<file path="config.mk">
export PLATFORM = sky130hd
export DESIGN_NAME = icache_replacement_ctrl
export DESIGN_NICKNAME = d
export VERILOG_FILES = /design/src/hw/icache_pkg.sv /design/src/hw/icache_replacement_ctrl.sv
export VERILOG_INCLUDE_DIRS = /design/src /design/src/hw
export SDC_FILE = /design/constraint.sdc
export NUM_CORES = 1
export LEC_CHECK = 0
export ABC_AREA = 1
export BUFFER_PORTS_ARGS = -buffer_cell sky130_fd_sc_hd__buf_2
export CORE_AREA = 5 5 380 382
export DETAILED_ROUTE_END_ITERATION = 10
export DIE_AREA = 0 0 385 387
export PLACE_DENSITY = 0.3
export SLEW_MARGIN = 20
export SYNTH_ARGS = -nofsm -noshare
export SYNTH_HDL_FRONTEND = slang
export SYNTH_SLANG_ARGS = --single-unit
</file>
<file path="constraint.sdc">
create_clock -name CLK -period 1.6 [get_ports CLK]
set_input_delay 0.16 -clock CLK [delete_from_list [all_inputs] [get_ports CLK]]
set_output_delay 0.16 -clock CLK [all_outputs]
set_load 0.1 [all_outputs]
</file>
<file path="src/hw/icache_defines.svh">
`ifndef ICACHE_DEFINES_SVH
`define ICACHE_DEFINES_SVH

//////////////////////////////////////////////////
// Instruction cache geometry
//////////////////////////////////////////////////

// Fetch byte address width
`define ICACHE_ADDR_W 32

// Sets in each of the two ways
`define ICACHE_SETS 16

// 32-bit words per cache line
`define ICACHE_WORDS_PER_LINE 4

// Fully associative victim slots
`define ICACHE_VICTIM_ENTRIES 4

`endif

</file>
<file path="src/hw/icache_pkg.sv">
`default_nettype none

`include "icache_defines.svh"

package icache_pkg;

    // Address split into tag, index and byte offset
    localparam int offset_w = $clog2(`ICACHE_WORDS_PER_LINE * 4);
    localparam int index_w = $clog2(`ICACHE_SETS);
    localparam int tag_w = `ICACHE_ADDR_W - index_w - offset_w;
    localparam int block_addr_w = tag_w + index_w;

    // Way or slot number; the value ICACHE_VICTIM_ENTRIES means insert
    localparam int slot_w = $clog2(`ICACHE_VICTIM_ENTRIES + 1);

    typedef logic [31:0] word_t;
    typedef word_t [`ICACHE_WORDS_PER_LINE-1:0] line_t;
    typedef logic [block_addr_w-1:0] block_addr_t;
    typedef logic [slot_w-1:0] slot_t;

    typedef struct packed {
        logic valid;
        logic [`ICACHE_ADDR_W-1:0] addr;
    } fetch_req_t;

    typedef struct packed {
        logic valid;
        word_t data;
    } fetch_rsp_t;

    typedef struct packed {
        logic valid;
        block_addr_t addr;
    } l2_req_t;

    typedef struct packed {
        logic valid;
        line_t data;
    } l2_rsp_t;

    typedef struct packed {
        logic hit;
        slot_t way;
        line_t line;
    } lookup_t;

    typedef struct packed {
        logic wr;
        slot_t way;
        block_addr_t addr;
        line_t line;
    } fill_t;

endpackage

`default_nettype wire

</file>
<file path="src/hw/icache_replacement_ctrl.sv">
`timescale 1ns/10ps
`default_nettype none

`include "icache_defines.svh"

module icache_replacement_ctrl
    import icache_pkg::*;
(
    input  wire logic         CLK,
    input  wire logic         rst,
    input  wire fetch_req_t   req,
    input  wire lookup_t      way_lookup,
    input  wire lookup_t      victim_lookup,
    input  wire logic [1:0]   way_valid,
    input  wire logic         lru_way,
    input  wire line_t        evict_line,
    input  wire block_addr_t  evict_addr,
    output fill_t             way_fill,
    output fill_t             victim_fill,
    output logic              lru_wr,
    output logic              lru_value,
    output fetch_rsp_t        fetch_rsp,
    output logic              fetch_ready,
    output l2_req_t           l2_req,
    input  wire logic         l2_req_ready,
    input  wire l2_rsp_t      l2_rsp,
    output logic              l2_rsp_ready
);

    typedef enum logic [1:0] {IDLE, REQUEST, WAIT} state_e;

    state_e state_q;
    state_e cur_state;

    logic way_hit;
    logic victim_hit;
    logic miss;
    logic l2_rsp_fire;
    logic refill_way;
    logic refill_evict;
    logic [1:0] word_sel;
    block_addr_t req_block;

    assign req_block = req.addr[`ICACHE_ADDR_W-1:offset_w];
    assign word_sel = req.addr[offset_w-1:2];

    // Way hit wins over victim hit
    assign way_hit = req.valid && way_lookup.hit;
    assign victim_hit = req.valid && !way_lookup.hit && victim_lookup.hit;
    assign miss = req.valid && !way_lookup.hit && !victim_lookup.hit;

    // First invalid way, else LRU
    assign refill_way = !way_valid[0] ? 1'b0 : (!way_valid[1] ? 1'b1 : lru_way);
    assign refill_evict = &way_valid;

    //////////////////////////////////////////////////
    // L2 refill FSM
    //////////////////////////////////////////////////

    // Miss starts the request in the same cycle
    always_comb
    begin
        cur_state = state_q;
        if ((state_q == IDLE) && miss)
            cur_state = REQUEST;
    end

    assign l2_req.valid = (cur_state == REQUEST);
    assign l2_req.addr = req_block;
    assign l2_rsp_ready = (state_q == WAIT);
    assign l2_rsp_fire = l2_rsp_ready && l2_rsp.valid;

    always_ff @(posedge CLK)
    begin
        if (rst)
            state_q <= IDLE;
        else
        begin
            case (cur_state)
                REQUEST:
                    state_q <= l2_req_ready ? WAIT : REQUEST;
                WAIT:
                    state_q <= l2_rsp.valid ? IDLE : WAIT;
                default:
                    state_q <= IDLE;
            endcase
        end
    end

    //////////////////////////////////////////////////
    // Write enables and response
    //////////////////////////////////////////////////

    always_comb
    begin
        way_fill = '0;
        victim_fill = '0;
        lru_wr = 1'b0;
        lru_value = 1'b0;
        fetch_rsp = '0;
        if (way_hit)
        begin
            lru_wr = 1'b1;
            lru_value = ~way_lookup.way[0];
            fetch_rsp.valid = 1'b1;
            fetch_rsp.data = way_lookup.line[word_sel];
        end
        else if (victim_hit)
        begin
            // Swap victim line with the LRU way
            way_fill.wr = 1'b1;
            way_fill.way = slot_t'(lru_way);
            way_fill.addr = req_block;
            way_fill.line = victim_lookup.line;
            victim_fill.wr = 1'b1;
            victim_fill.way = victim_lookup.way;
            victim_fill.addr = evict_addr;
            victim_fill.line = evict_line;
            lru_wr = 1'b1;
            lru_value = ~lru_way;
            fetch_rsp.valid = 1'b1;
            fetch_rsp.data = victim_lookup.line[word_sel];
        end
        else if (l2_rsp_fire)
        begin
            way_fill.wr = 1'b1;
            way_fill.way = slot_t'(refill_way);
            way_fill.addr = req_block;
            way_fill.line = l2_rsp.data;
            // Displaced valid line goes to the victim buffer
            victim_fill.wr = refill_evict;
            victim_fill.way = slot_t'(`ICACHE_VICTIM_ENTRIES);
            victim_fill.addr = evict_addr;
            victim_fill.line = evict_line;
            lru_wr = 1'b1;
            lru_value = ~refill_way;
        end
    end

    assign fetch_ready = !req.valid || fetch_rsp.valid;

    assert property (@(posedge CLK) disable iff (rst)
        l2_req.valid && !l2_req_ready |=> l2_req.valid && $stable(l2_req.addr))
        else $error("icache_replacement_ctrl: l2_req changed before ready");

    // Hit answer one cycle after the silent refill edge
    assert property (@(posedge CLK) disable iff (rst)
        l2_rsp_fire |-> !fetch_rsp.valid ##1 fetch_rsp.valid)
        else $error("icache_replacement_ctrl: refill and response out of order");

endmodule

`default_nettype wire

</file>
==> metrics.txt <==
status finished, violations left; failing checks setup timing; min cycle time layout 2030 ps; complex-gate fraction of the synthesized area 0.176%; drt via density 3.33; DR iter-0 viols 663; Hold Path Class primary input to flop; initial antenna violation count 68; Total Routing Usage GR 14.2%; post-DR wirelength/cell 22.8 µm; HPWL after detailed placement 98200 µm; synth unique cells 16; cell row count 138; Final Max Tran Viols 0; Synth area leader nor2_1; Hold Fails Final Rpt 0; CTS Root Cell clkbuf_16; number of global-route vias before repair 16900; clock tree from TritonCTS built; DIE AREA 149000 µm²; Port Buffers 967; Final Wtd Congestion 0.853; crit path DAT 1870 ps; die height 387 µm; Crit. Startpoint state_q[1]; RSZ-0062 raised after global routing true; Synth Area in XOR/XNOR 0%; number of CTS-inserted buffers 3; Yosys warnings 0; HP Start l2_req_ready; biggest regs state_q x2; commonest non-fill, non-tap cell in the layout buf_2; worst-skew pair later-pin latency 220 ps; pin count of the biggest net entering global routing 43; Hold-fix buffers, CTS 0; max-cap viol count 0; f_max 494 MHz; H-tree depth 1; die width 385 µm; crit-path max FO 7; final WL 114000 µm; drt pass-1 iters 5; NumNets Final 3678; mux contribution to synthesized area 0%; starting density of the core 6.05%; R2R Path Start state_q[1]; critical path class flop to output pin; Startpoint Class flop; antenna-violating nets left 0; largest family of logic cells by synthesized area simple AND/OR/NAND/NOR gates; max_slew headroom 61.2%; worst slack, placed -427 ps; post-synth top area share 31.0%; I/O Pins 974; commonest cells after routing, fill and taps aside buf_2, inv_1, buf_12, nand2_1, nor2_1; total number of vias 16600; post-synthesis cell count 2039; worst setup margin -426 ps; CTS clk-pin slew, worst paths 30 ps; design area 25800 µm²; Worst Skew 4.09 ps; #FFs+latches synth 2; top cells by area, synth nor2_1, inv_1, nand2_1; DRC 0; CTS max path bufs 2; GRT overflow 0; CTS sink count 2; maximum vdd drop 0.000251 V; post-synthesis simple-gate area fraction 67.5%; fillcell total 16200; synthesized area per cell 4.17 µm²; minimum hold slack 113 ps; fraction of layout cells with a size suffix above 1 52.5%; setup violators final 348; Area Overhead vs Synth 204%; max reg flops 2; core area 141000 µm²; synthesized cell area 8510 µm²; first-pass GRT wire length 146000 µm; Tot Pwr 8650 µW; Top reg by flops state_q; register area share after synthesis 0.470%; Post-Synth Adder-Cell Area 0%; dpl cell area 23100 µm²; worst-margin pin slew 586 ps; Power Density 335 nW/µm²; Period Utilization, post-route 127%; Req. time, crit path 1440 ps; Worst Setup End Kind output pin; leakage power 0.0127 µW
-- logic make-up after synthesis --
kind of cell	Yosys count
and+or+nand+nor	1398
buffers and inverters	635
AOI/OAI and AO/OA	3
DFF	2
other	1
-- final timing paths --
check / to / slack (ps) / cells past startpoint
max reg2reg: state_q[1] / 220 / 8
min reg2reg: state_q[1] / 700 / 4
min: state_q[0] / 110 / 2
max: victim_fill[154] / -430 / 8
-- repair_timing --
action | 4_1_cts | 5_1_grt
gates resized for setup | 341 | 255
buffers inserted | 13 | 19
endpoints found under the setup margin | 349 | 351
gates cloned | 9 | 5
pin swaps | 12 | 35
-- critical path, cell delays in order (launching register included) --
cell and delay [ps]:
dfxtp_4 380, buf_12 150, nand3_4 130, nand2_8 110, nand2_8 120, buf_12 200, buf_12 150, nor2_4 160
buf_12 200
-- layout make-up --
type	count	area (µm²)	share of cell area, %
repair buffers	1226	13200	51.3
multi-input cells	1404	8280	32.0
well taps	1890	2360	9.15
inverters	452	1770	6.84
clock buffers	4	78.8	0.305
flip-flops and latches	2	47.5	0.184
diodes	18	45.0	0.174
repair inverters	1	8.76	0.0339
-- per-stage QoR --
step / TNS [ps] / util (%) / cells
global route: -114750 / 18.3 / 4983
finish: -92130 / 18.4 / 4997
global placement: -59750 / 16.4 / 4937
detailed placement: -61510 / 16.4 / 4937
CTS: -106500 / 17.6 / 4963
floorplan: -35840 / - / 2040
-- cells in the mapped netlist, drive strengths merged --
cell	n
buf	164
a21oi	3
nand4	130
conb	1
nand3	133
or2	1
nor2	704
nand2	430
inv	452
clkbuf	19
dfxtp	2
-- routing by layer --
layer	track usage, %	vias to the layer above	part of all wire, %
met3	3.39	86	6.7
met4	1.26	24	1.3
met1	17.0	7810	40
met2	26.5	674	52
li1	-	8038	-
met5	0	-	0.14
-- power breakdown --
group / internal (µW) / switching (µW) / total [µW]
clock network: 328 / 60.8 / 389
logic: 2800 / 5400 / 8200
registers: 49.5 / 3.34 / 52.8
total: 3180 / 5470 / 8650
(Power assumes the default switching activity.)
