$ cat src/hw/icache_defines.svh
`ifndef ICACHE_DEFINES_SVH
`define ICACHE_DEFINES_SVH

//////////////////////////////////////////////////
// Instruction cache geometry
//////////////////////////////////////////////////

// Fetch byte address width
`define ICACHE_ADDR_W 32

// Sets in each of the two ways
`define ICACHE_SETS 16

// 32-bit words per cache line
`define ICACHE_WORDS_PER_LINE 4

// Fully associative victim slots
`define ICACHE_VICTIM_ENTRIES 4

`endif

$ cat src/hw/icache_pkg.sv
`default_nettype none

`include "icache_defines.svh"

package icache_pkg;

    // Address split into tag, index and byte offset
    localparam int offset_w = $clog2(`ICACHE_WORDS_PER_LINE * 4);
    localparam int index_w = $clog2(`ICACHE_SETS);
    localparam int tag_w = `ICACHE_ADDR_W - index_w - offset_w;
    localparam int block_addr_w = tag_w + index_w;

    // Way or slot number; the value ICACHE_VICTIM_ENTRIES means insert
    localparam int slot_w = $clog2(`ICACHE_VICTIM_ENTRIES + 1);

    typedef logic [31:0] word_t;
    typedef word_t [`ICACHE_WORDS_PER_LINE-1:0] line_t;
    typedef logic [block_addr_w-1:0] block_addr_t;
    typedef logic [slot_w-1:0] slot_t;

    typedef struct packed {
        logic valid;
        logic [`ICACHE_ADDR_W-1:0] addr;
    } fetch_req_t;

    typedef struct packed {
        logic valid;
        word_t data;
    } fetch_rsp_t;

    typedef struct packed {
        logic valid;
        block_addr_t addr;
    } l2_req_t;

    typedef struct packed {
        logic valid;
        line_t data;
    } l2_rsp_t;

    typedef struct packed {
        logic hit;
        slot_t way;
        line_t line;
    } lookup_t;

    typedef struct packed {
        logic wr;
        slot_t way;
        block_addr_t addr;
        line_t line;
    } fill_t;

endpackage

`default_nettype wire

$ cat src/hw/icache_way_array.sv
`timescale 1ns/10ps
`default_nettype none

`include "icache_defines.svh"

module icache_way_array
    import icache_pkg::*;
(
    input  wire logic                CLK,
    input  wire logic                rst,
    input  wire logic [index_w-1:0]  index,
    input  wire logic [tag_w-1:0]    tag,
    input  wire fill_t               fill,
    input  wire logic                lru_wr,
    input  wire logic                lru_value,
    output lookup_t                  lookup,
    output logic [1:0]               way_valid,
    output logic                     lru_way,
    // Stored contents of the indexed set, for eviction
    output logic [1:0][tag_w-1:0]    set_tags,
    output line_t [1:0]              set_lines
);

    logic [tag_w-1:0] tag_mem [2][`ICACHE_SETS];
    line_t line_mem [2][`ICACHE_SETS];
    logic [1:0][`ICACHE_SETS-1:0] valid_q;
    logic [`ICACHE_SETS-1:0] lru_q;

    logic [1:0] hit;
    logic [index_w-1:0] fill_index;
    logic [tag_w-1:0] fill_tag;
    logic fill_way;

    //////////////////////////////////////////////////
    // Lookup
    //////////////////////////////////////////////////

    always_comb
    begin
        for (int w = 0; w < 2; w++)
        begin
            set_tags[w] = tag_mem[w][index];
            set_lines[w] = line_mem[w][index];
            way_valid[w] = valid_q[w][index];
            hit[w] = way_valid[w] && (set_tags[w] == tag);
        end
    end

    assign lru_way = lru_q[index];

    always_comb
    begin
        lookup.hit = |hit;
        lookup.way = slot_t'(hit[1]);
        lookup.line = hit[1] ? set_lines[1] : set_lines[0];
    end

    //////////////////////////////////////////////////
    // Fill and LRU update
    //////////////////////////////////////////////////

    assign fill_index = fill.addr[index_w-1:0];
    assign fill_tag = fill.addr[block_addr_w-1:index_w];
    assign fill_way = fill.way[0];

    always_ff @(posedge CLK)
    begin
        if (rst)
        begin
            valid_q <= '0;
            lru_q <= '0;
        end
        else
        begin
            if (fill.wr)
                valid_q[fill_way][fill_index] <= 1'b1;
            if (lru_wr)
                lru_q[index] <= lru_value;
        end
    end

    always_ff @(posedge CLK)
    begin
        if (fill.wr)
        begin
            tag_mem[fill_way][fill_index] <= fill_tag;
            line_mem[fill_way][fill_index] <= fill.line;
        end
    end

    // A block lives in one way only, so the swap and refill paths must agree
    assert property (@(posedge CLK) disable iff (rst) !(&hit))
        else $error("icache_way_array: lookup hit both ways of set %0d", index);

endmodule

`default_nettype wire

$ cat config.mk
export PLATFORM = sky130hd
export DESIGN_NAME = icache_way_array
export DESIGN_NICKNAME = d
export VERILOG_FILES = /design/src/hw/icache_pkg.sv /design/src/hw/icache_way_array.sv
export VERILOG_INCLUDE_DIRS = /design/src /design/src/hw
export SDC_FILE = /design/constraint.sdc
export NUM_CORES = 2
export LEC_CHECK = 0
export BUFFER_PORTS_ARGS = -buffer_cell sky130_fd_sc_hd__buf_2
export CORE_ASPECT_RATIO = 0.75
export CORE_UTILIZATION = 27
export CTS_BUF_LIST = sky130_fd_sc_hd__clkbuf_16
export CTS_CLUSTER_SIZE = 30
export DETAILED_ROUTE_END_ITERATION = 10
export PLACE_DENSITY_LB_ADDON = 0.05
export SLEW_MARGIN = 25
export SYNTH_ARGS = -nofsm -noshare
export SYNTH_HDL_FRONTEND = slang
export SYNTH_MEMORY_MAX_BITS = 65536
export SYNTH_SLANG_ARGS = --single-unit
$ cat constraint.sdc
create_clock -name CLK -period 16.27 [get_ports CLK]
set_clock_uncertainty 0.2 [all_clocks]
set_input_delay 0.8135 -clock CLK [delete_from_list [all_inputs] [get_ports CLK]]
set_output_delay 0.8135 -clock CLK [all_outputs]
set_load 0.1 [all_outputs]
==> reports/summary.txt <==
Fmax = 111 MHz
Placeable Area = 691000 µm²
Total track usage = 16.5%
Final Cycle Share = 55.5%
Clk root buf = clkbuf_16
Synth async-reset ratio = 0%
Outcome = finished clean
Pwr Density = 129 nW/µm²
Cell count after synthesis = 7427
Post-CTS Setup Bufs = 0
Reg-to-Reg End = lru_q[0]$_SDFFE_PP0P_
GRT overflow = 0
DRT antenna net count = 0
Distinct cells, synth = 60
Clk slew on worst S/H paths = 0.06 ns
I/O pin cnt = 631
Total Wirelength = 589000 µm
DRT iter0 DRCs = 6740
LEAKAGE = 69.6 nW
TritonCTS Buffers = 550
Buffer depth of the longest clock path = 4
Vias in the first global route = 91500
Port Buf Inserts = 626
Post-CTS sizing = 0
Top_reg_cell synth = edfxtp_1
Share of cells above drive strength 1 = 36.1%
Crit path from = index[1]
TritonCTS clock tree = built
Synthesized area = 188000 µm²
Slowest stage delay, CP = 0.87 ns
Die height = 724 µm
# rows = 264
Hold Path Class = in2reg
Most used cell, CP = buf_4
Sequential-to-total area share from yosys stat = 78.4%
Uppermost layer routed = met5
CTS Sinks = 4912
Startpoint types = input port
Avg Cell Area, Syn = 25.3 µm²
Via density = 4.71
Met3 WL = 22300 µm
Routed WL per cell = 32.3 µm
Req. time, crit path = 15.26 ns
Tmin final = 9.03 ns
First-pass GRT wire length = 799000 µm
Kind of critical path = in2out
Worst reg-to-reg path cell count = 2
# fillers = 65300
Die area = 698000 µm²
Worst IR Drop VDD = 0.110 mV
Worst R2R Start = lru_q[0]$_SDFFE_PP0P_
RSZ-0062 raised after global routing = false
Final HPWL DP = 325000 µm
Crit-path slowest cell = buf_4
Placer Congestion = 0.705
Type of element capturing the critical path = output pin
Max_cap viols = 0
Insertion delay to the later sink of the worst-skew pair = 1.03 ns
Cell area after layout = 221000 µm²
Via count = 85800
DR DRC count = 0
Slew Limit Fails = 0
Worst-Margin Slew = 1.10 ns
Setup TNS = 0 ns
Initial antenna violation count = 67
Die width = 964 µm
Number of flops mapped to enable cells by yosys = 4864
Crit path depth = 16
CP cell instances = buf_12 > buf_4 > buf_4 > buf_4 > mux4_2 > a22oi_1 > nand2_1 > xor2_1 > or2_2 > nor3b_1 > nand4_1 > buf_4 > buf_4 > buf_4 > mux2_4 > buf_2
Critical path buffer and inverter count = 8
DR pass1 iterations = 5
Final hold viol count = 0
Nets = 8800
Ys Warns = 0
Yosys reg bits = 4912
Largest net degree at the start of global routing = 126
Initial Util = 27.2%
Worst-path fanout max = 69
Metal1 wirelength = 269000 µm
Seq. cell area = 147000 µm²
Top Family by Delay on Critical Path = buffers and inverters
Rel. slew slack = 26.8%
H-tree levels = 6
Layout area overhead = 17.8%
Data arrival, critical path = 8.01 ns
Reg2reg setup slack = 15.39 ns
Multi-input gate area = 38900 µm²
Critical Path Sink = lookup[71]
Area post-placement = 203000 µm²
Final setup viols = 0
DR WL met2 = 288000 µm
Count of cells along the worst hold path = 1
## cells in the final DEF, fill, tap and decap left out, types with 84 or more instances in the layout
cell	n
mux4_2	1492
mux2i_1	84
inv_1	168
edfxtp_1	4864
mux2_4	120
buf_4	235
dlygate4sd3_1	132
nor2_1	95
clkinv_1	112
buf_2	621
clkbuf_16	559
## registers in the layout, summed over array words and instances (netlist names)
signal,count
lru_q,16
valid_q,32
tag_mem,768
line_mem,4096
## final cells by class
type | instances | area share (%)
diodes | 22 | 0.0249
well taps | 9177 | 5.19
inverters | 17 | 0.0323
multi-input cells | 2115 | 17.6
clock inverters | 409 | 1.29
clock buffers | 559 | 6.33
repair buffers | 1012 | 3.03
flip-flops and latches | 4912 | 66.5
## Yosys cell counts, types with 4 or more instances
cell type,count,share of area (%)
buf_4,19,0.076
nand3_1,20,0.053
dfxtp_1,48,0.51
mux4_2,1492,18
xnor2_1,24,0.11
buf_2,124,0.33
mux2i_1,84,0.45
nand3b_1,6,0.024
a22o_1,4,0.019
nand2_1,55,0.11
clkbuf_1,136,0.27
a21oi_1,24,0.064
xor2_1,17,0.079
o21ai_0,14,0.037
inv_1,16,0.032
nor3_1,5,0.013
nor2_1,127,0.25
a22oi_1,20,0.080
mux2_4,120,0.96
buf_1,84,0.17
nor4_1,4,0.013
mux2_2,19,0.11
nand4_1,5,0.017
a221oi_1,5,0.023
buf_6,18,0.11
nor2b_1,6,0.020
o221ai_1,5,0.023
edfxtp_1,4864,78
o22ai_1,9,0.030
## what timing repair did
item	in CTS	in global routing
endpoints found under the setup margin	0	0
endpoints found under the hold margin	3829	1
hold buffers	131	1
## worst min-delay path by stage
stage	startpoint	to	slack, ns
after floorplan	lru_q[11]$_SDFFE_PP0P_	lru_q[11]$_SDFFE_PP0P_	0.23
after global placement	valid_q[9]$_SDFFE_PP0P_	valid_q[9]$_SDFFE_PP0P_	0.24
after detailed placement	valid_q[18]$_SDFFE_PP0P_	valid_q[18]$_SDFFE_PP0P_	0.25
after CTS	fill[63]	line_mem[1][575]$_DFFE_PP_	0.008
after global routing	fill[142]	tag_mem[0][130]$_DFFE_PP_	0.06
final	fill[63]	line_mem[1][575]$_DFFE_PP_	0.13
## routing by layer
layer  vias to the layer above  GRT usage, %
met4                        22          2.82
li1                      34800             -
met1                     48500          23.2
met5                         -             0
met3                       714          2.26
met2                      1750          27.8
## power by group
group	switching (mW)	internal (mW)	leakage, nW
logic	1.86	0.637	16.6
clock network	5.17	6.65	8.84
registers	0.0295	14.1	44.2
total	7.07	21.4	69.6
## stage by stage
step / worst slack, ns / hold slack, ns / power [mW] / instances / util [%]
final: 7.24 / 0.134 / 28.4 / 18200 / 32.0
after global routing: 6.84 / 0.0599 / 29.4 / 18200 / 32.0
after CTS: 6.92 / 0.00819 / 28.9 / 18200 / 32.0
after detailed placement: 6.95 / 0.252 / 16.9 / 17100 / 29.4
after global placement: 6.89 / 0.243 / 16.9 / 17100 / 29.3
after floorplan: 7.58 / 0.233 / 16.1 / 7428 / -
## cell families (layout without fill, tap and decap cells)
group | Yosys count | in the layout | share of synthesized area [%]
flip-flops | 4912 | 4912 | 78.4
XOR/XNOR | 41 | 41 | 0.191
AND/OR/NAND/NOR | 249 | 249 | 0.585
other | 1 | 24 | 0.00200
buffers and inverters | 401 | 1997 | 1.01
AO/OA/AOI/OAI | 107 | 107 | 0.389
multiplexers | 1716 | 1716 | 19.4
(Power assumes the default switching activity.)
