<file path="src/hw/icache_defines.svh">
`ifndef ICACHE_DEFINES_SVH
`define ICACHE_DEFINES_SVH

//////////////////////////////////////////////////
// Instruction cache geometry
//////////////////////////////////////////////////

// Fetch byte address width
`define ICACHE_ADDR_W 32

// Sets in each of the two ways
`define ICACHE_SETS 16

// 32-bit words per cache line
`define ICACHE_WORDS_PER_LINE 4

// Fully associative victim slots
`define ICACHE_VICTIM_ENTRIES 4

`endif

</file>
<file path="src/hw/icache_pkg.sv">
`default_nettype none

`include "icache_defines.svh"

package icache_pkg;

    // Address split into tag, index and byte offset
    localparam int offset_w = $clog2(`ICACHE_WORDS_PER_LINE * 4);
    localparam int index_w = $clog2(`ICACHE_SETS);
    localparam int tag_w = `ICACHE_ADDR_W - index_w - offset_w;
    localparam int block_addr_w = tag_w + index_w;

    // Way or slot number; the value ICACHE_VICTIM_ENTRIES means insert
    localparam int slot_w = $clog2(`ICACHE_VICTIM_ENTRIES + 1);

    typedef logic [31:0] word_t;
    typedef word_t [`ICACHE_WORDS_PER_LINE-1:0] line_t;
    typedef logic [block_addr_w-1:0] block_addr_t;
    typedef logic [slot_w-1:0] slot_t;

    typedef struct packed {
        logic valid;
        logic [`ICACHE_ADDR_W-1:0] addr;
    } fetch_req_t;

    typedef struct packed {
        logic valid;
        word_t data;
    } fetch_rsp_t;

    typedef struct packed {
        logic valid;
        block_addr_t addr;
    } l2_req_t;

    typedef struct packed {
        logic valid;
        line_t data;
    } l2_rsp_t;

    typedef struct packed {
        logic hit;
        slot_t way;
        line_t line;
    } lookup_t;

    typedef struct packed {
        logic wr;
        slot_t way;
        block_addr_t addr;
        line_t line;
    } fill_t;

endpackage

`default_nettype wire

</file>
<file path="src/hw/icache_victim_buffer.sv">
`timescale 1ns/10ps
`default_nettype none

`include "icache_defines.svh"

module icache_victim_buffer
    import icache_pkg::*;
(
    input  wire logic         CLK,
    input  wire logic         rst,
    input  wire block_addr_t  block_addr,
    input  wire fill_t        fill,
    output lookup_t           lookup
);

    localparam int entries = `ICACHE_VICTIM_ENTRIES;
    localparam int ptr_w = $clog2(entries);

    block_addr_t addr_mem [entries];
    line_t line_mem [entries];
    logic [entries-1:0] valid_q;
    logic [ptr_w-1:0] ins_ptr;

    logic insert;
    logic [ptr_w-1:0] wr_slot;

    //////////////////////////////////////////////////
    // Associative match
    //////////////////////////////////////////////////

    always_comb
    begin
        lookup = '0;
        for (int i = 0; i < entries; i++)
        begin
            if (valid_q[i] && (addr_mem[i] == block_addr))
            begin
                lookup.hit = 1'b1;
                lookup.way = slot_t'(i);
                lookup.line = line_mem[i];
            end
        end
    end

    //////////////////////////////////////////////////
    // Insert or in-place swap
    //////////////////////////////////////////////////

    assign insert = (fill.way == slot_t'(entries));
    assign wr_slot = insert ? ins_ptr : fill.way[ptr_w-1:0];

    always_ff @(posedge CLK)
    begin
        if (rst)
        begin
            valid_q <= '0;
            ins_ptr <= '0;
        end
        else if (fill.wr)
        begin
            valid_q[wr_slot] <= 1'b1;
            if (insert)
                ins_ptr <= ins_ptr + 1'b1;
        end
    end

    always_ff @(posedge CLK)
    begin
        if (fill.wr)
        begin
            addr_mem[wr_slot] <= fill.addr;
            line_mem[wr_slot] <= fill.line;
        end
    end

    // Evicted blocks never duplicate a resident victim
    for (genvar i = 0; i < entries; i++)
    begin : g_uniq
        for (genvar j = i + 1; j < entries; j++)
        begin : g_pair
            assert property (@(posedge CLK) disable iff (rst)
                !(valid_q[i] && valid_q[j] && (addr_mem[i] == addr_mem[j])))
                else $error("icache_victim_buffer: slots %0d and %0d hold one block", i, j);
        end
    end

endmodule

`default_nettype wire

</file>
<file path="config.mk">
export PLATFORM = sky130hd
export DESIGN_NAME = icache_victim_buffer
export DESIGN_NICKNAME = d
export VERILOG_FILES = /design/src/hw/icache_pkg.sv /design/src/hw/icache_victim_buffer.sv
export VERILOG_INCLUDE_DIRS = /design/src /design/src/hw
export SDC_FILE = /design/constraint.sdc
export NUM_CORES = 1
export LEC_CHECK = 0
export BUFFER_PORTS_ARGS = -buffer_cell sky130_fd_sc_hd__buf_2
export CAP_MARGIN = 15
export CORE_AREA = 2 2 234 236
export CTS_CLUSTER_SIZE = 24
export DETAILED_ROUTE_END_ITERATION = 8
export DIE_AREA = 0 0 236 238
export GPL_ROUTABILITY_DRIVEN = 0
export PLACE_DENSITY = 0.72
export SLEW_MARGIN = 20
export SYNTH_ARGS = -nofsm -noshare
export SYNTH_HDL_FRONTEND = slang
export SYNTH_SLANG_ARGS = --single-unit
</file>
<file path="constraint.sdc">
create_clock -name CLK -period 30.9 [get_ports CLK]
set_input_delay 6.18 -clock CLK [delete_from_list [all_inputs] [get_ports CLK]]
set_output_delay 6.18 -clock CLK [all_outputs]
set_load 0.05 [all_outputs]
</file>
==> results of run 1 <==
[metrics by stage]
step                setup WS (ps)  hold slack [ps]  utilization
detailed placement          14770              463        0.489
global route                14480              518        0.528
finish                      14690              475        0.528
CTS                         14680              478        0.527
global placement            14720              454        0.489
floorplan                   12440              440            -
[routing by layer]
metal | global-route usage | vias up | part of all wire | wire length, um
met5 | 0 | - | 0.0022 | 126
li1 | - | 6510 | - | -
met4 | 0.0791 | 20 | 0.026 | 1490
met3 | 0.0475 | 97 | 0.070 | 4060
met1 | 0.260 | 7307 | 0.40 | 23000
met2 | 0.336 | 539 | 0.50 | 29100
[where the power goes]
part / switching [uW] / internal [uW] / total [uW]
Sequential: 6.49 / 970 / 977
Combinational: 37.1 / 17.4 / 54.5
Clock: 312 / 436 / 748
Total: 356 / 1420 / 1780
[flip-flops by register name (all words and copies together) (netlist names)]
name      flops
addr_mem    112
line_mem    512
ins_ptr       2
valid_q       4
[critical path, stage by stage]
cell     delay [ps]
buf_2           150
xnor2_1         240
nand4_1         140
nor4_1          560
and4_4          880
a21oi_4          10
buf_4           370
buf_4           510
a32oi_1         430
buf_2           340
[layout make-up]
class                      instances  area (um2)
fill                            4356       25300
sequential                       630       18900
multi-input combinational        827        4680
clock buffer                      85        1800
timing repair buffer             340        1750
tap                              696         871
clock inverter                    31         238
antenna                           10        25.0
inverter                           3        11.3
[cells in the mapped netlist]
cell / count
a211oi_2: 1
a21oi_1: 2
a31oi_1: 2
a32oi_1: 128
and2_1: 2
and4_1: 1
buf_1: 2
buf_2: 17
buf_4: 15
clkbuf_1: 58
conb_1: 1
dfxtp_1: 6
edfxtp_1: 624
inv_1: 3
nand2_1: 392
nand2b_1: 1
nand3_1: 4
nand4_1: 21
nor2_1: 11
nor2b_1: 1
nor3_1: 2
nor3b_1: 1
nor4_1: 10
nor4_2: 1
o21ai_0: 119
o21ai_1: 10
o21ba_2: 1
or3_1: 1
or4_1: 1
xnor2_1: 88
xor2_1: 26
[worst max-delay path by stage]
stage | end | slack, ps | cells past startpoint
6_report | lookup[69] | 14690 | 10
5_1_grt | lookup[69] | 14480 | 10
4_1_cts | lookup[75] | 14680 | 10
3_5_place_dp | lookup[18] | 14770 | 10
3_3_place_gp | lookup[18] | 14720 | 10
2_1_floorplan | addr_mem[2][0] | 12440 | 2
[kinds of logic after synthesis]
group / Yosys count
flops: 630
simple gates: 449
compound gates: 263
xor+xnor: 114
buf+inv: 95
other cells: 1
==> run metrics, run 1 <==
outcome complete, no violations; core area 53500 um2; worst skew pair latency 580 ps; Die Ht 238 um; Post-CTS Setup Inserts 0; Std-Cell Rows 85; max_slew headroom 0.228; GRT Total Usage 0.203; initial core utilization 0.447; Via Count 14.5k; gr ovfl total 0; post-synthesis mux area share 0; Final period util 0.525; Routed Antenna Nets 0; Hold Fails Final Rpt 0; cells on worst reg2reg path 5; CP Data Required Time 24720 ps; Hold Crit Depth 2; r2r startpoint ins_ptr[1]; largest net degree at the start of global routing 130; Root Driver clkbuf_16; share of cells above drive strength 1 0.230; initial antenna violation count 21; hold crit path type flip-flop to flip-flop; Worst Path Arrival 10030 ps; first-pass iteration count of the detailed router 6; CP Launch Type input port; synthesized cell area 23900 um2; Worst Hold End valid_q[0]; Yosys top cell by area edfxtp_1; clk_skew 18.3 ps; crit end category output pin; synth warn 0; most common cell after layout, fill and taps aside edfxtp_1; Cell variety after synth 31; Post-Synth Simple-Gate Area 0.0755; drt first-iter violations 1214; unrepaired setup endpoints after global routing no; first-pass GRT wire length 87100 um; Layout area overhead 18.1%; Post-CTS Resized 0; DIE WIDTH 236 um; vias in the first global route 14.6k; # H-tree levels 3; # Max-Cap Violations 0; Vias/cell 5.52; Worst-Margin Slew 1150 ps; compound-gate portion of the synthesized area 0.0758; top-level I/O count 322; CTS buffer count 66; Pleak 0.00939 uW; Crit Path Class input port to output pin; r2r endpoint line_mem[1][72]; Clock Pin Slew Worst Setup and Hold Paths 60 ps; fin crit period 16210 ps; Remaining DRCs 0; Final nets 2058; Finished Layout Cells 2622; die footprint 56200 um2; WL/cell 22.0 um; Post-Synth XOR/XNOR Area 0.0418; reg2reg setup slack 28080 ps; Num Clock Sinks 630; Max Freq 61.7 MHz; hold buffers post-CTS 0; placed inst area 26200 um2; sequential area share after synthesis 0.789; I/O Buffers 320; finished layout cell area 28200 um2; synthesized net count 1742; final count of negative-setup-slack endpoints 0; Fin Setup TNS 0 ps; max-slew violations 0; Gate Count Post-Synth 1552; placed cell count 2496; commonest non-fill, non-tap cells in the layout 624 x edfxtp_1, 391 x nand2_1, 320 x buf_2; synthesized area per cell 15.4 um2; main combinational cell family by area after synthesis compound AO/OA/AOI/OAI gates; CTS max path bufs 3; DP HPWL 33000 um; wirelength, routed 57800 um; FF+latch count, synth 630; Adder-Cell Fraction of Synth Area 0; hold path startpoint valid_q[0]; Pwr Total 1780 uW; launch point of the worst path block_addr[25]; synth top area cells edfxtp_1 78%, nand2_1 6.2%, a32oi_1 4.7%; Worst Path Max Fanout 65; CTS tree built; Max VDD drop 0.0000465 V; pwr/cell area 63.0 nW/um2; post-synth top area share 0.784
No activity file was read; power rests on OpenSTA's default activity.
==> run 2: changes to the inputs <==
==> constraint.sdc (replaced) <==
create_clock -name CLK -period 16.4 [get_ports CLK]
set_input_delay 3.28 -clock CLK [delete_from_list [all_inputs] [get_ports CLK]]
set_output_delay 3.28 -clock CLK [all_outputs]
set_load 0.05 [all_outputs]
==> run 2 against run 1 <==
Routed wire length rose by 0.86%. Cell area is essentially flat. First-iteration DRC count grew 0.82%. Final cell count up 0.11%. Non-clock buffer count unchanged. Sequential power up 88%. Critical path depth did not move. Combinational power rose by 89%. Register-to-register slack worse by 14000 ps. Largest power group unchanged.
==> run metrics, run 2 (same netlist as run 1, synthesis figures left out) <==
CTS buffer count 66 (unchanged); max reg flops 512 (unchanged); Worst Path Max Fanout 69 (+6.2%); Std-Cell Rows 85 (unchanged); Final period util 0.644; CP cell instances buf_2, xor2_1, nor4_1, nand4_1, a211oi_4, buf_4, buf_4, nand2_1, a32oi_1, buf_2; CP Data Required Time 13120 ps (-11600 ps); largest net degree at the start of global routing 130 (unchanged); biggest regs line_mem (512), addr_mem (112), valid_q (4); Crit Path Class input port to output pin; max-slew violations 0 (unchanged); slowest cell on the critical path buf_4; Post-CTS Setup Inserts 0 (unchanged); die footprint 56200 um2 (unchanged); Fin Setup TNS 0 ps (unchanged); Post-CTS Resized 0 (unchanged); Net Switching 670 uW (+89%); Vias/cell 5.53 (+0.24%); Max Freq 94.7 MHz; Pleak 0.00937 uW (-0.17%); first-pass iteration count of the detailed router 5 (-1); Sw Ratio 0.201 (+0.000881); Hold Fails Final Rpt 0 (unchanged); unrepaired setup endpoints after global routing no; Clock Pin Slew Worst Setup and Hold Paths 60 ps (about the same); hold buffers post-CTS 0 (unchanged); wirelength, routed 58300 um (+0.86%); Logic pwr share 0.031 (about the same); fillers 4324 (-0.73%); CTS max path bufs 3 (unchanged); share of cells above drive strength 1 0.228 (-0.00209); CP top delay family buffers and inverters; gr ovfl total 0 (unchanged); hold crit path type flip-flop to flip-flop; fin crit period 10560 ps; vias in the first global route 14.3k (-2.0%); outcome complete, no violations; CP Launch Type input port; DP HPWL 33200 um (+0.41%); initial core utilization 0.447 (unchanged); Die Ht 238 um (unchanged); Num Clock Sinks 630 (unchanged); Routed Antenna Nets 0 (unchanged); GRT Total Usage 0.204 (+0.000902); CP max stage delay 820 ps (-60 ps); DIE WIDTH 236 um (unchanged); Worst Hold End valid_q[0]; top-level I/O count 322 (unchanged); I/O Buffers 320 (unchanged); pwr/cell area 118 nW/um2 (+88%); Reg power frac 0.551 (+0.002); initial antenna violation count 17 (-19%); drt first-iter violations 1224 (+0.82%); r2r startpoint ins_ptr[1]; worst hold slack 483 ps (+7.70 ps); Buffers & Inverters on Critical Path 4 (unchanged); Worst-Margin Slew 1050 ps (-93.9 ps); Clock Power Share 0.418 (-0.002); commonest non-fill, non-tap cells in the layout 624 x edfxtp_1, 391 x nand2_1, 320 x buf_2; Max VDD drop 0.0000790 V (+70%); CTS tree built; core area 53500 um2 (unchanged); first-pass GRT wire length 87000 um (-0.14%); worst skew pair latency 570 ps (about the same); clk_skew 19.4 ps (+1.10 ps); Remaining DRCs 0 (unchanged); Hold Crit Depth 2 (unchanged); most common cell after layout, fill and taps aside edfxtp_1; Final nets 2058 (unchanged); Int Pwr 2670 uW (+88%); Via Count 14.5k (+0.36%); Layout area overhead 18.0% (about the same); cells on worst reg2reg path 5 (unchanged); r2r endpoint line_mem[1][45]; reg2reg setup slack 13600 ps (-14480 ps); max_slew headroom 0.298 (+0.0696); # Max-Cap Violations 0 (unchanged); Reg with most FFs line_mem; Worst Path Arrival 7280 ps (-2750 ps); # H-tree levels 3 (unchanged); crit end category output pin; placed inst area 26200 um2 (unchanged); WL/cell 22.2 um (+0.74%); finished layout cell area 28200 um2 (about the same); hold path startpoint valid_q[0]; final count of negative-setup-slack endpoints 0 (unchanged); launch point of the worst path block_addr[12]; Root Driver clkbuf_16
[run 2: power groups by stage]
stage               Clock (uW)  Sequential [uW]  Combinational, uW
floorplan                    0             1880               39.2
global placement             0             1870                101
detailed placement           0             1870                104
CTS                       1430             1840                105
global route              1490             1840                113
finish                    1400             1840                103
[run 2: how the worst max path moves through the flow]
| stage | cells past startpoint | end |
|---|---|---|
| global route | 10 | lookup[18] |
| floorplan | 2 | addr_mem[2][0] |
| detailed placement | 10 | lookup[18] |
| finish | 10 | lookup[18] |
| global placement | 10 | lookup[18] |
| CTS | 10 | lookup[18] |
[run 2: cell type report]
cell class | instances | area, um2 | share of cell area
Antenna cell | 13 | 32.5 | 0.00115
Sequential cell | 630 | 18900 | 0.668
Tap cell | 696 | 871 | 0.0309
Timing Repair Buffer | 340 | 1750 | 0.0621
Clock buffer | 91 | 1820 | 0.0644
Clock inverter | 25 | 193 | 0.00683
Multi-Input combinational cell | 827 | 4690 | 0.166
Inverter | 3 | 11.3 | 0.000399
[run 2: through the flow]
step | worst slack (ps) | std cells | total power, uW | util
global placement | 5950 | 2496 | 1970 | 0.489
floorplan | 840 | 1552 | 1920 | -
detailed placement | 5890 | 2496 | 1980 | 0.489
CTS | 5900 | 2612 | 3370 | 0.527
global route | 5720 | 2622 | 3450 | 0.527
finish | 5840 | 2625 | 3340 | 0.528
[run 2: worst reg2reg max path, stage by stage (launching register included)]
cell	delay, ps
dfxtp_1	330
inv_1	90
a31oi_1	120
nor2_4	510
buf_4	470
buf_4	780
[run 2: layer usage]
| layer | track usage | vias to the layer above | routed length [um] |
|---|---|---|---|
| met2 | 0.330 | 601 | 28800 |
| met3 | 0.0440 | 102 | 4330 |
| met5 | 0 | - | 81 |
| met1 | 0.267 | 7293 | 23400 |
| met4 | 0.0894 | 12 | 1670 |
| li1 | - | 6517 | - |
